[config.mk]
export PLATFORM = sky130hd
export DESIGN_NAME = mul_collect
export DESIGN_NICKNAME = d
export VERILOG_FILES = /design/src/hdl/mul_pkg.sv /design/src/hdl/mul_collect.sv
export VERILOG_INCLUDE_DIRS = /design/src /design/src/hdl
export SDC_FILE = /design/constraint.sdc
export NUM_CORES = 1
export LEC_CHECK = 0
export ABC_CLOCK_PERIOD_IN_PS = 5700
export CAP_MARGIN = 20
export CORE_MARGIN = 2
export CORE_UTILIZATION = 50
export DETAILED_ROUTE_END_ITERATION = 6
export DONT_BUFFER_PORTS = 1
export PLACE_DENSITY = 0.66
export REMOVE_ABC_BUFFERS = 1
export SLEW_MARGIN = 0
export SYNTH_ARGS = -nofsm -noshare
export SYNTH_HDL_FRONTEND = slang
export SYNTH_SLANG_ARGS = --single-unit
[constraint.sdc]
create_clock -name clk -period 5.7 [get_ports clk]
set_input_delay 0.57 -clock clk [delete_from_list [all_inputs] [get_ports clk]]
set_output_delay 0.57 -clock clk [all_outputs]
set_load 0.01 [all_outputs]
[src/hdl/mul_defs.svh]
// Build-time parameters of the multiply accelerator.
// Included by the package and by any module or testbench that sizes or decodes with them.
`ifndef MUL_DEFS_SVH
`define MUL_DEFS_SVH

`define NUM_LANES    4      // multiply lanes in the array
`define XLEN         32     // operand and result width
`define RESULT_DEPTH 8      // result fifo entries

// apb byte offsets, decoded from an 8-bit paddr
`define ADDR_OPA     8'h00  // operand a (rs1)
`define ADDR_OPB     8'h04  // operand b (rs2)
`define ADDR_CMD     8'h08  // write op code, issues a request
`define ADDR_STATUS  8'h0C  // bit0 result available, bit1 dispatcher busy
`define ADDR_RESULT  8'h10  // read pops the result fifo

`endif

[src/hdl/mul_pkg.sv]
// Shared types of the multiply accelerator.
// Modules refer to these by scoped name, e.g. mul_pkg::mul_req_t.
`include "mul_defs.svh"

package mul_pkg;

    // operand / result word
    typedef logic [`XLEN-1:0] word_t;

    // lane pointer used by dispatcher and collector
    typedef logic [$clog2(`NUM_LANES)-1:0] lane_idx_t;

    // funct3[1:0] encoding of the m-extension multiplies
    typedef enum logic [1:0] {
        MUL    = 2'd0,  // low word, signedness irrelevant
        MULH   = 2'd1,  // high word, signed x signed
        MULHSU = 2'd2,  // high word, signed x unsigned
        MULHU  = 2'd3   // high word, unsigned x unsigned
    } mul_op_e;

    // apb slave phase tracking
    typedef enum logic {
        IDLE   = 1'b0,  // waiting for a setup phase
        ACCESS = 1'b1   // setup seen, access phase in progress
    } apb_state_e;

    // one multiply request, 66 bits
    typedef struct packed {
        mul_op_e op;
        word_t   rs1;
        word_t   rs2;
    } mul_req_t;

endpackage

[src/hdl/mul_collect.sv]
// Result collector: drains the lanes in the same rotation as the dispatcher,
// so results keep issue order, and queues them in a circular result FIFO
// whose head is read by the APB block.
`timescale 1ns/1ps
`include "mul_defs.svh"

module mul_collect (
    input  logic                  clk,
    input  logic                  rst,
    // from lanes
    input  logic [`NUM_LANES-1:0] lane_valid,
    output logic [`NUM_LANES-1:0] lane_ready,
    input  mul_pkg::word_t        lane_rsp [`NUM_LANES],
    // fifo head
    output logic                  res_avail,
    output mul_pkg::word_t        res_data,
    input  logic                  res_pop
);

    typedef logic [$clog2(`RESULT_DEPTH)-1:0]   fifo_ptr_t;
    typedef logic [$clog2(`RESULT_DEPTH+1)-1:0] fifo_cnt_t;

    mul_pkg::word_t     mem [`RESULT_DEPTH];
    fifo_ptr_t          wr_ptr;                // tail
    fifo_ptr_t          rd_ptr;                // head
    fifo_cnt_t          count;
    logic               full;
    logic               push;
    logic               pop;
    mul_pkg::lane_idx_t ptr;                   // lane expected next

    assign full      = (count == fifo_cnt_t'(`RESULT_DEPTH));
    assign push      = lane_valid[ptr] & ~full;
    assign pop       = res_pop & res_avail;    // ignore pops on empty
    assign res_avail = (count != '0);
    assign res_data  = mem[rd_ptr];

    // ready only at pointer and only with room
    always_comb begin
        for (int i = 0; i < `NUM_LANES; i++) begin
            lane_ready[i] = ~full && (ptr == mul_pkg::lane_idx_t'(i));
        end
    end

    always_ff @(posedge clk) begin
        if (rst) begin
            ptr    <= '0;
            wr_ptr <= '0;
            rd_ptr <= '0;
            count  <= '0;
        end else begin
            if (push) begin
                ptr    <= (ptr == mul_pkg::lane_idx_t'(`NUM_LANES - 1)) ? '0 : ptr + 1'b1;
                wr_ptr <= (wr_ptr == fifo_ptr_t'(`RESULT_DEPTH - 1)) ? '0 : wr_ptr + 1'b1;
            end
            if (pop)
                rd_ptr <= (rd_ptr == fifo_ptr_t'(`RESULT_DEPTH - 1)) ? '0 : rd_ptr + 1'b1;
            if (push && !pop)
                count <= count + 1'b1;
            else if (pop && !push)
                count <= count - 1'b1;
        end
    end

    // storage, written at the tail
    always_ff @(posedge clk) begin
        if (push)
            mem[wr_ptr] <= lane_rsp[ptr];
    end

endmodule

# Word level (Yosys, flattened, before mapping)
# Memories as Yosys holds them, arrays and structs flattened. A register that Yosys moved wholly into a read port is not among the register bits.
# Index checks and enable logic that the tools add are counted.
# classes
addsub,5
n_lt_le_gt_ge,2
eq_ne,6
n_mux,14
n_bitwise,4
reduce_logical,11
# op_table
operator,n
$bmux W32 S2,1
$mux W32,2
$mux W3,4
$mux W4,2
$add A3 B1 Y3 const B,2
$eq A3 B3 Y1 const B,2
$logic_and A1 B1 Y1,6
$add A4 B1 Y4 const B,1
$eq A2 B2 Y1 const B,2
$eq A4 B4 Y1 const B,1
$reduce_bool A4 Y1,1
$sub A4 B1 Y4 const B,1
$ge A3 B3 Y1 const B,1
$lt A2 B3 Y1 const B,1
$mux W1,3
$not A2 Y3,1
$add A2 B1 Y2 const B,1
$and A1 B1 Y1,2
$bmux W1 S2,1
$eq A2 B1 Y1 const B,1
$logic_not A1 Y1,2
$logic_not A2 Y1,1
$mux W2,1
$reduce_bool A2 Y1,1
$not A1 Y1,1
# totals
reg_bits,12
ramBits,256
in_bits,135
out_inout_bits,37
wordCells,47
memories,1
# mem_list
name,depth,width,rd,rd_ports_with_merged_regs,wr,line,text
mem,8,32,1,1,1,mul_collect.sv:23,mul_pkg::word_t mem [`RESULT_DEPTH];

# Longest topological paths before layout
# Gate-level depths: netlist of run 1.
# logic_depth
word_depth,7
mapped_depth,12
mapped_depth_nobuf,10

# Worst setup path after synthesis of run 1
# Ideal clock, no wire load.
# synth_path
path_kind,input to register
from,in lane_valid[1]
to,mem mem[2][0] in the netlist's numbering (enable)
setup_time_ps,513
t_arrival_ps,4387
required_time_ps,5187
setup_slack_ps,800
stages,4
n_path_buf,1
path_cell_list,mux4_2 nand2b_1 buf_6 nor4b_1
# synth_via
elab_chain_cells,5
# synth_rtl
item,line,text
start: declaration,mul_collect.sv:11,"input logic [`NUM_LANES-1:0] lane_valid,"
$bmux W1 S2,mul_collect.sv:33,assign push = lane_valid[ptr] & ~full;
$mux W1 (implied by the code),mul_collect.sv:33,
$and A1 B1 Y1,mul_collect.sv:33,
$mux W1,mul_collect.sv:67,if (push)
$mux W1 (implied by the code),mul_collect.sv:68,mem[wr_ptr] <= lane_rsp[ptr];
end: declaration,mul_collect.sv:23,
# Every way passes these cells. The select of a mux whose other input is x is not followed.

# Worst setup path after layout of run 1
# layout_path
from,reg ptr[0]
to,reg count[3]
# layout_via
elab_chain_cells,6
elab_cells_between_ends,8
classes_between,mux: 3; bitwise: 1; reduce/logical: 4
# layout_rtl
item,line,text
start: declaration,mul_collect.sv:30,mul_pkg::lane_idx_t ptr;
start signal: assignment,mul_collect.sv:53,ptr <= (ptr == mul_pkg::lane_idx_t'(`NUM_LANES - 1)) ? '0 : ptr + 1'b1;
$bmux W1 S2 (*),mul_collect.sv:33,
$mux W1 (implied by the code) (*),mul_collect.sv:33,
$and A1 B1 Y1 (*),mul_collect.sv:33,
net push,mul_collect.sv:28,logic push;
$logic_not A1 Y1,mul_collect.sv:60,else if (pop && !push)
$logic_and A1 B1 Y1,mul_collect.sv:60,
$reduce_bool A2 Y1 (no line),--,
end signal: assignment,mul_collect.sv:59,count <= count + 1'b1;
end signal: assignment,mul_collect.sv:61,count <= count - 1'b1;
end: declaration,mul_collect.sv:26,fifo_cnt_t count;
# Mark *: on every way through the listed nets, which the timed path passes. The rest lies on a longest branch. The select of a mux whose other input is x is not followed.
# A chain may end at the register's enable or synchronous reset.

==> run metrics, run 1 <==
run status finished clean; H-tree levels 1; syn avg cell area 22.3 sq um; Post-CTS Hold Fix Bufs 0; die area 0.0236 sq mm; max-cap viol count 0; CTS buffer count 27; initial antenna violation count 4; Layout Cells excl Fill 818; number of synthesized flops with an enable pin 256; antenna-violating nets left 0; Worst Skew 5.76 ps; Total GRT Usage 17.7%; root buf cell clkbuf_16; YS warnings 0; WL/cell 25.1 um; post-synthesis cell type count 35; Longest Clk Path Bufs 3; later-pin clock latency in the skew report 520 ps; # clock sinks 271; Post-CTS Setup Bufs 0; worst hold slack 113 ps; Reg area 0.00800 sq mm; part of the cycle the worst path needs 63.1%; final wirelength 20500 um; synthesized area 0.0112 sq mm; Static Leak 3.80 nW; post-CTS resize count 0; Top FF cell, synth edfxtp_1; PwrDens 479 mW/mm^2; Slew Limit Fails 0; Final Critical Period 3590 ps; num rows 54; Seq/Total Area, Yosys 71.3%; first-pass GRT wire length 31700 um; Layout Nets 661; CP arrival 4000 ps; Critical Path RT 6100 ps; CP endpoint kind flip-flop; largest net degree at the start of global routing 65; CTS tree built; Final Hold Vio Count 0; Die X 154 um; post-synthesis cell count 502; Die H 154 um; Vias 5011; CP startpoint kind flip-flop; Seq cells post-synth 271; critical path fanouts, max 38; VDD IR-drop max 275 uV; post-synth top area share 68.6%; vias in the first global route 5469; GPL Wtd Cong 0.727; DRC violations left 0; synth top area cells edfxtp_1, mux4_2, mux2_2, dfxtp_1, ha_1; initial DRC count 389; Slew @ Worst Pin 1070 ps; largest area contributor in the netlist edfxtp_1; Achievable Freq 0.278 GHz; Port Buf Inserts 0; core box area 0.0219 sq mm; starting density of the core 51.2%; Pre-antenna DRT Iters 4; grt ovf 0; Final setup viols 0; placed cells 765; share of layout cells above drive strength 1 35.8%; kind of critical path reg2reg; Synth-to-Final Area Change 10.5%; RSZ-0062 raised after global routing no; Rel. slew slack 29.0%; Hold Crit Class in2reg; fillers 1602; I/O pins 172; DP Wirelength 11800 um; multi-input logic area 0.00309 sq mm; clock-pin slew on the worst setup and hold paths 60 ps; DR vias/cell 6.13; Post-synth ARST share 0%
placed cells by master, fill, tap and decap left out, types with 2 or more instances in the layout:
cell	synthesis	layout
nor3b_2	0	2
inv_1	3	3
nor4b_2	0	2
clkbuf_16	0	27
a21oi_1	8	8
ha_1	11	11
nor3_2	0	2
and2b_1	4	4
clkbuf_8	0	2
dfxtp_1	15	10
clkinv_1	0	4
nor2_1	9	8
edfxtp_1	256	256
dfxtp_4	0	2
mux2_2	33	33
mux4_2	96	96
clkbuf_4	0	4
clkbuf_1	7	10
or3_1	3	3
buf_4	7	13
nand2_1	9	9
nand3_1	2	2
dfxtp_2	0	3
diode_2	0	4
mux2i_1	3	3
report_power, final:
group          leakage [nW]  total, mW  switching, mW  internal [mW]
clock                 0.402       1.63          0.668          0.964
sequential             2.45       2.87          0.194           2.68
combinational         0.945       1.42          0.753          0.668
worst paths after layout:
| path | start | to | slack [ps] | cells after the start |
|---|---|---|---|---|
| worst max-delay path | ptr[0] | count[3] | 2110 | 11 |
| worst min-delay path | rst | ptr[1] | 110 | 1 |
| worst max register to register | ptr[0] | count[3] | 2110 | 11 |
| worst min register to register | rd_ptr[1] | flip-flop | 470 | 2 |
final cells by class:
cell class / count / area share [%]
sequential: 271 / 64.6
multi-input combinational: 197 / 24.9
clock buffer: 43 / 6.23
tap: 280 / 2.83
timing repair buffer: 13 / 0.788
clock inverter: 6 / 0.404
inverter: 4 / 0.121
antenna: 4 / 0.0809
flip-flops by register name (all words and copies together), names as in the netlist, named ones only:
register  count
mem         256
rd_ptr        3
ptr           2
wr_ptr        3
count         4
metrics by stage:
| stage | cell area (sq um) | setup slack, ps | utilization (%) | TNS [ps] | total power, mW |
|---|---|---|---|---|---|
| after CTS | 12400 | 2060 | 56.5 | 0 | 6.01 |
| after global routing | 12400 | 1750 | 56.5 | 0 | 6.23 |
| final | 12400 | 2110 | 56.5 | 0 | 5.92 |
| after floorplan | 11000 | -430 | - | -29660 | 3.99 |
| after detailed placement | 11500 | 2090 | 52.7 | 0 | 4.37 |
| after global placement | 11500 | 2200 | 52.7 | 0 | 4.29 |
synthesized netlist by cell type, drive strengths merged (2+ instances only):
cell type	count
edfxtp	256
mux4	97
mux2	33
buf	22
dfxtp	15
ha	11
nand2	9
nor2	9
a21oi	8
clkbuf	8
and2b	4
inv	4
mux2i	3
nor4b	3
or3	3
nand3	2
nor3	2
nor3b	2
routing by layer:
metal	vias to the layer above	share of wire (%)	GRT usage, %
met1	2638	42	24.2
li1	2160	-	-
met4	0	1.9	4.63
met2	180	49	29.3
met5	-	0	0
met3	33	7.7	3.86
logic make-up (layout without fill, tap and decap cells):
kind of cell | Yosys count | count (layout) | share of synthesized area [%]
compound gates | 10 | 10 | 0.480
xor+xnor | 2 | 2 | 0.156
fa+ha+maj | 12 | 12 | 1.41
buf+inv | 34 | 66 | 1.56
flops | 271 | 271 | 71.3
mux | 133 | 133 | 23.1
other cells | 0 | 4 | 0
simple gates | 40 | 40 | 1.97
worst max-delay path, stage by stage (launching register included):
cell,delay (ps)
dfxtp_2,310
buf_4,600
mux4_2,580
nand2b_1,350
inv_2,140
ha_1,240
inv_1,130
ha_1,290
a21oi_1,210
a211oi_1,100
a31oi_1,180
mux2_2,350
(Power assumes the default switching activity.)
==> inputs of run 2 (changes only) <==
--- a/config.mk
+++ b/config.mk
@@ -6,13 +6,13 @@
 export SDC_FILE = /design/constraint.sdc
 export NUM_CORES = 1
 export LEC_CHECK = 0
-export ABC_CLOCK_PERIOD_IN_PS = 5700
+export ABC_CLOCK_PERIOD_IN_PS = 3050
 export CAP_MARGIN = 20
 export CORE_MARGIN = 2
 export CORE_UTILIZATION = 50
 export DETAILED_ROUTE_END_ITERATION = 6
 export DONT_BUFFER_PORTS = 1
-export PLACE_DENSITY = 0.66
+export PLACE_DENSITY = 0.69
 export REMOVE_ABC_BUFFERS = 1
 export SLEW_MARGIN = 0
 export SYNTH_ARGS = -nofsm -noshare
==> constraint.sdc (replaced) <==
create_clock -name clk -period 3.05 [get_ports clk]
set_input_delay 0.305 -clock clk [delete_from_list [all_inputs] [get_ports clk]]
set_output_delay 0.305 -clock clk [all_outputs]
set_load 0.01 [all_outputs]
==> run metrics, run 2 (same netlist as run 1, synthesis figures left out) <==
Static Leak 3.85 nW (+1.5%); Die H 154 um (unchanged); most frequent cells in the layout edfxtp_1, mux4_2, mux2_2, clkbuf_16, buf_4; root buf cell clkbuf_16; total power 11.2 mW (+89%); VDD IR-drop max 590 uV (+110%); clock-pin slew on the worst setup and hold paths 60 ps (about the same); H-tree levels 1 (unchanged); run status finished clean; Hold Crit Class in2reg; num rows 54 (unchanged); later-pin clock latency in the skew report 520 ps (about the same); initial DRC count 419 (+7.7%); # clock sinks 271 (unchanged); Top reg by flops mem; Post-CTS Setup Bufs 0 (unchanged); final wirelength 21700 um (+5.8%); largest net degree at the start of global routing 38 (-42%); Longest Clk Path Bufs 3 (unchanged); Die X 154 um (unchanged); DR vias/cell 6.20 (+1.2%); kind of critical path reg2reg; commonest non-fill, non-tap cell in the layout edfxtp_1; CP endpoint kind flip-flop; Achievable Freq 0.350 GHz (+26%); dpl cell area 0.0117 sq mm (+0.91%); final instance area 0.0125 sq mm (+0.89%); critical path fanouts, max 5 (-87%); Pre-antenna DRT Iters 4 (unchanged); Slew Limit Fails 0 (unchanged); RSZ-0062 raised after global routing no; fillers 1605 (+0.19%); Slew @ Worst Pin 749 ps (-316 ps); Final Critical Period 2860 ps (-736 ps); Worst Skew 7.53 ps (+1.77 ps); I/O pins 172 (unchanged); Port Buf Inserts 0 (unchanged); CTS buffer count 27 (unchanged); vias in the first global route 5580 (+2.0%); max reg flops 256 (unchanged); final worst setup slack 191 ps (-1910 ps); CP startpoint kind flip-flop; Total GRT Usage 18.5% (+0.81 points); dpl ws 200 ps (-1890 ps); biggest regs mem x256, count x4; worst hold slack 43.8 ps (-69.3 ps); Vias 5123 (+2.2%); Critical Path RT 3460 ps (-2640 ps); PwrDens 895 mW/mm^2 (+87%); DRC violations left 0 (unchanged); CTS tree built; Final Hold Vio Count 0 (unchanged); Final setup viols 0 (unchanged); Rel. slew slack 50.1% (+21 points); Setup TNS 0 ps (unchanged); Synth-to-Final Area Change 11.5%; CP arrival 3270 ps (-730 ps); max-cap viol count 0 (unchanged); first-pass GRT wire length 32900 um (+3.9%); starting density of the core 51.2% (unchanged); core box area 0.0219 sq mm (unchanged); DP Wirelength 12600 um (+6.9%); initial antenna violation count 2 (-2); Layout Nets 672 (+1.7%); die area 0.0236 sq mm (unchanged); part of the cycle the worst path needs 93.7% (+31 points); grt ovf 0 (unchanged); GPL Wtd Cong 0.734 (+0.95%); antenna-violating nets left 0 (unchanged); WL/cell 26.3 um (+4.7%); share of layout cells above drive strength 1 37.1% (+1.3 points)
-- run 2: changes by cell type in the layout (fill, tap and decap cells not counted), moves of 4 or more --
cell and delta:
clkinv_1 -4, buf_4 +6, clkbuf_1 +4, clkbuf_4 -4
-- run 2: worst paths after layout --
path / startpoint / end / slack (ps) / cells past startpoint
setup / recovery: count[0] / count[3] / 190 / 9
hold reg to reg: rd_ptr[2] / flip-flop / 490 / 2
setup reg to reg: count[0] / count[3] / 190 / 9
hold / removal: rst / count[3] / 40 / 2
-- run 2: where the power goes --
group	internal (mW)	total, mW	switching (mW)
sequential	5.00	5.22	0.223
clock	1.74	3.01	1.27
combinational	1.31	2.95	1.64
-- run 2: per-stage QoR --
| step | util, % | instances |
|---|---|---|
| 6_report | 57.0 | 826 |
| 5_1_grt | 57.0 | 825 |
| 2_1_floorplan | - | 472 |
| 4_1_cts | 57.0 | 825 |
| 3_5_place_dp | 53.2 | 774 |
| 3_3_place_gp | 53.2 | 774 |
-- run 2: area by class of cell --
type                            instances  area, sq um  share of cell area (%)
Clock inverter                          4         20.0                   0.160
Sequential cell                       271         8000                    64.1
Inverter                                4         15.0                   0.120
Timing Repair Buffer                   24          223                    1.78
Clock buffer                           45          783                    6.27
Antenna cell                            1         2.50                  0.0200
Multi-Input combinational cell        197         3100                    24.8
Tap cell                              280          350                    2.81
-- run 2: what timing repair did --
item,4_1_cts,5_1_grt
hold buffers,2,0
resized for setup,0,2
setup endpoints to repair,0,1
hold endpoints to repair,14,0
-- run 2: routing by layer --
layer	share of wire (%)	track usage (%)
met2	49	30.3
met5	0.060	0
met3	8.2	3.89
met4	2.0	4.98
met1	41	25.6
-- run 2: worst max-delay path, cell delays in order, from the launching register on --
cell	delay, ps
dfxtp_1	380
or4_4	620
nand2_1	170
ha_1	190
inv_1	100
ha_1	350
a21oi_1	230
a211oi_1	110
a31oi_1	230
mux2_2	370
==> inputs of run 3 (changes only) <==
==> constraint.sdc (replaced) <==
create_clock -name clk -period 3.05 [get_ports clk]
set_input_delay 0 -clock clk [delete_from_list [all_inputs] [get_ports clk]]
set_output_delay 0 -clock clk [all_outputs]
set_load 0.01 [all_outputs]
==> run metrics, run 3 (same netlist as run 1, synthesis figures left out) <==
run status finished clean; part of the cycle the worst path needs 93.3% (-0.40 points); WL/cell 23.9 um (-9.0%); CP startpoint kind flip-flop; Layout Nets 731 (+8.8%); initial DRC count 316 (-25%); H-tree levels 1 (unchanged); max reg flops 256 (unchanged); max-cap viol count 0 (unchanged); DR vias/cell 5.97 (-3.7%); I/O pins 172 (unchanged); initial antenna violation count 2 (unchanged); DP Wirelength 12000 um (-5.3%); DRC violations left 0 (unchanged); CTS tree built; CP arrival 3250 ps (-20 ps); biggest regs mem x256, count x4; Final setup viols 0 (unchanged); clock-pin slew on the worst setup and hold paths 60 ps (about the same); Slew Limit Fails 0 (unchanged); Port Buf Inserts 0 (unchanged); Setup TNS 0 ps (unchanged); fillers 1570 (-2.2%); Die H 154 um (unchanged); Pre-antenna DRT Iters 4 (unchanged); die area 0.0236 sq mm (unchanged); Static Leak 4.13 nW (+7.2%); Top reg by flops mem; num rows 54 (unchanged); Final Hold Vio Count 0 (unchanged); largest net degree at the start of global routing 65 (+71%); critical path fanouts, max 5 (unchanged); Hold Startpoint lane_valid[0]; CP endpoint kind flip-flop; kind of critical path reg2reg; r2r setup slk 200 ps (about the same); dpl cell area 0.0116 sq mm (-0.39%); final instance area 0.0132 sq mm (+5.4%); vias in the first global route 5654 (+1.3%); Worst Setup SP count[0]; most frequent cells in the layout edfxtp_1, mux4_2, dlygate4sd3_1, mux2_2, clkbuf_16; final wirelength 21200 um (-2.5%); GPL Wtd Cong 0.739 (+0.69%); Rel. slew slack 30.0% (-20 points); later-pin clock latency in the skew report 520 ps (about the same); Total GRT Usage 17.8% (-0.64 points); root buf cell clkbuf_16; PwrDens 873 mW/mm^2 (-2.4%); # clock sinks 271 (unchanged); Vias 5284 (+3.1%); Worst Skew 9.44 ps (+1.91 ps); VDD IR-drop max 724 uV (+23%); Synth-to-Final Area Change 17.5%; antenna-violating nets left 0 (unchanged); Critical Path RT 3450 ps (about the same); Achievable Freq 0.351 GHz (+0.43%); Post-CTS Setup Bufs 0 (unchanged); first-pass GRT wire length 32300 um (-1.9%); starting density of the core 51.2% (unchanged); Longest Clk Path Bufs 3 (unchanged); Die X 154 um (unchanged); core box area 0.0219 sq mm (unchanged); Final Critical Period 2850 ps (-12.2 ps); Hold Crit Class in2reg; Slew @ Worst Pin 1050 ps (+302 ps); share of layout cells above drive strength 1 33.3% (-3.8 points); CTS buffer count 27 (unchanged); r2r startpoint count[0]; commonest non-fill, non-tap cell in the layout edfxtp_1; grt ovf 0 (unchanged); RSZ-0062 raised after global routing no
## run 3: cell count changes in the layout (fill, tap and decap cells not counted)
| cell | previous run | this run |
|---|---|---|
| clkbuf_1 | 14 | 9 |
| clkbuf_8 | 4 | 9 |
| dlygate4sd3_1 | 2 | 66 |
| inv_8 | 0 | 1 |
| clkinv_2 | 4 | 3 |
| buf_16 | 0 | 1 |
| or4_4 | 1 | 0 |
| buf_4 | 19 | 13 |
| or4_1 | 0 | 1 |
## run 3: through the flow
step / setup slack, ps / hold WS [ps] / utilization (%) / instances / total power, mW
after global placement: 327 / 71.6 / 53.0 / 768 / 8.08
after detailed placement: 63.6 / 67.1 / 53.0 / 768 / 8.22
after CTS: 40.0 / 94.1 / 60.0 / 883 / 11.6
after floorplan: -3080 / 69.1 / - / 472 / 7.46
after global routing: 83.9 / 162 / 60.1 / 884 / 12.0
final: 203 / 92.2 / 60.1 / 885 / 11.5
## run 3: per-layer routing
layer	vias to the layer above	global-route usage [%]	routed length (um)
li1	2304	-	-
met1	2764	24.4	8990
met2	189	30.0	10500
met3	25	3.92	1420
met4	2	3.71	285
met5	-	0	15
## run 3: worst max-delay path: stages (launching register included)
cell      delay, ps
dfxtp_1         370
or4_1           680
nand2_1         210
ha_1            200
inv_1           100
ha_1            340
a21oi_1         210
a211oi_1        100
a31oi_1         170
mux2_2          350
## run 3: layout make-up
cell class	instances	area (sq um)	share of cell area, %
Clock inverter	4	26.3	0.200
Sequential cell	271	8000	60.8
Timing Repair Buffer	83	846	6.43
Antenna cell	1	2.50	0.0190
Multi-Input combinational cell	197	3090	23.5
Inverter	4	15.0	0.114
Tap cell	280	350	2.66
Clock buffer	45	833	6.33
## run 3: final timing paths
kind | end | depth (start not counted)
setup / recovery | count[3] | 9
hold / removal | wr_ptr[2] | 5
setup reg to reg | count[3] | 9
hold reg to reg | flip-flop | 2
## run 3: power by group
part | internal [mW] | switching [mW] | total, mW | leakage, nW
Clock | 1.85 | 1.27 | 3.13 | 0.426
Sequential | 5.00 | 0.211 | 5.21 | 2.45
Combinational | 1.52 | 1.64 | 3.16 | 1.26
Total | 8.37 | 3.12 | 11.5 | 4.13
## run 3: what timing repair did
| action | 4_1_cts | 5_1_grt |
|---|---|---|
| hold buffers | 66 | 0 |
| endpoints found under the hold margin | 271 | 0 |
| endpoints found under the setup margin | 0 | 1 |
| resized for setup | 0 | 1 |
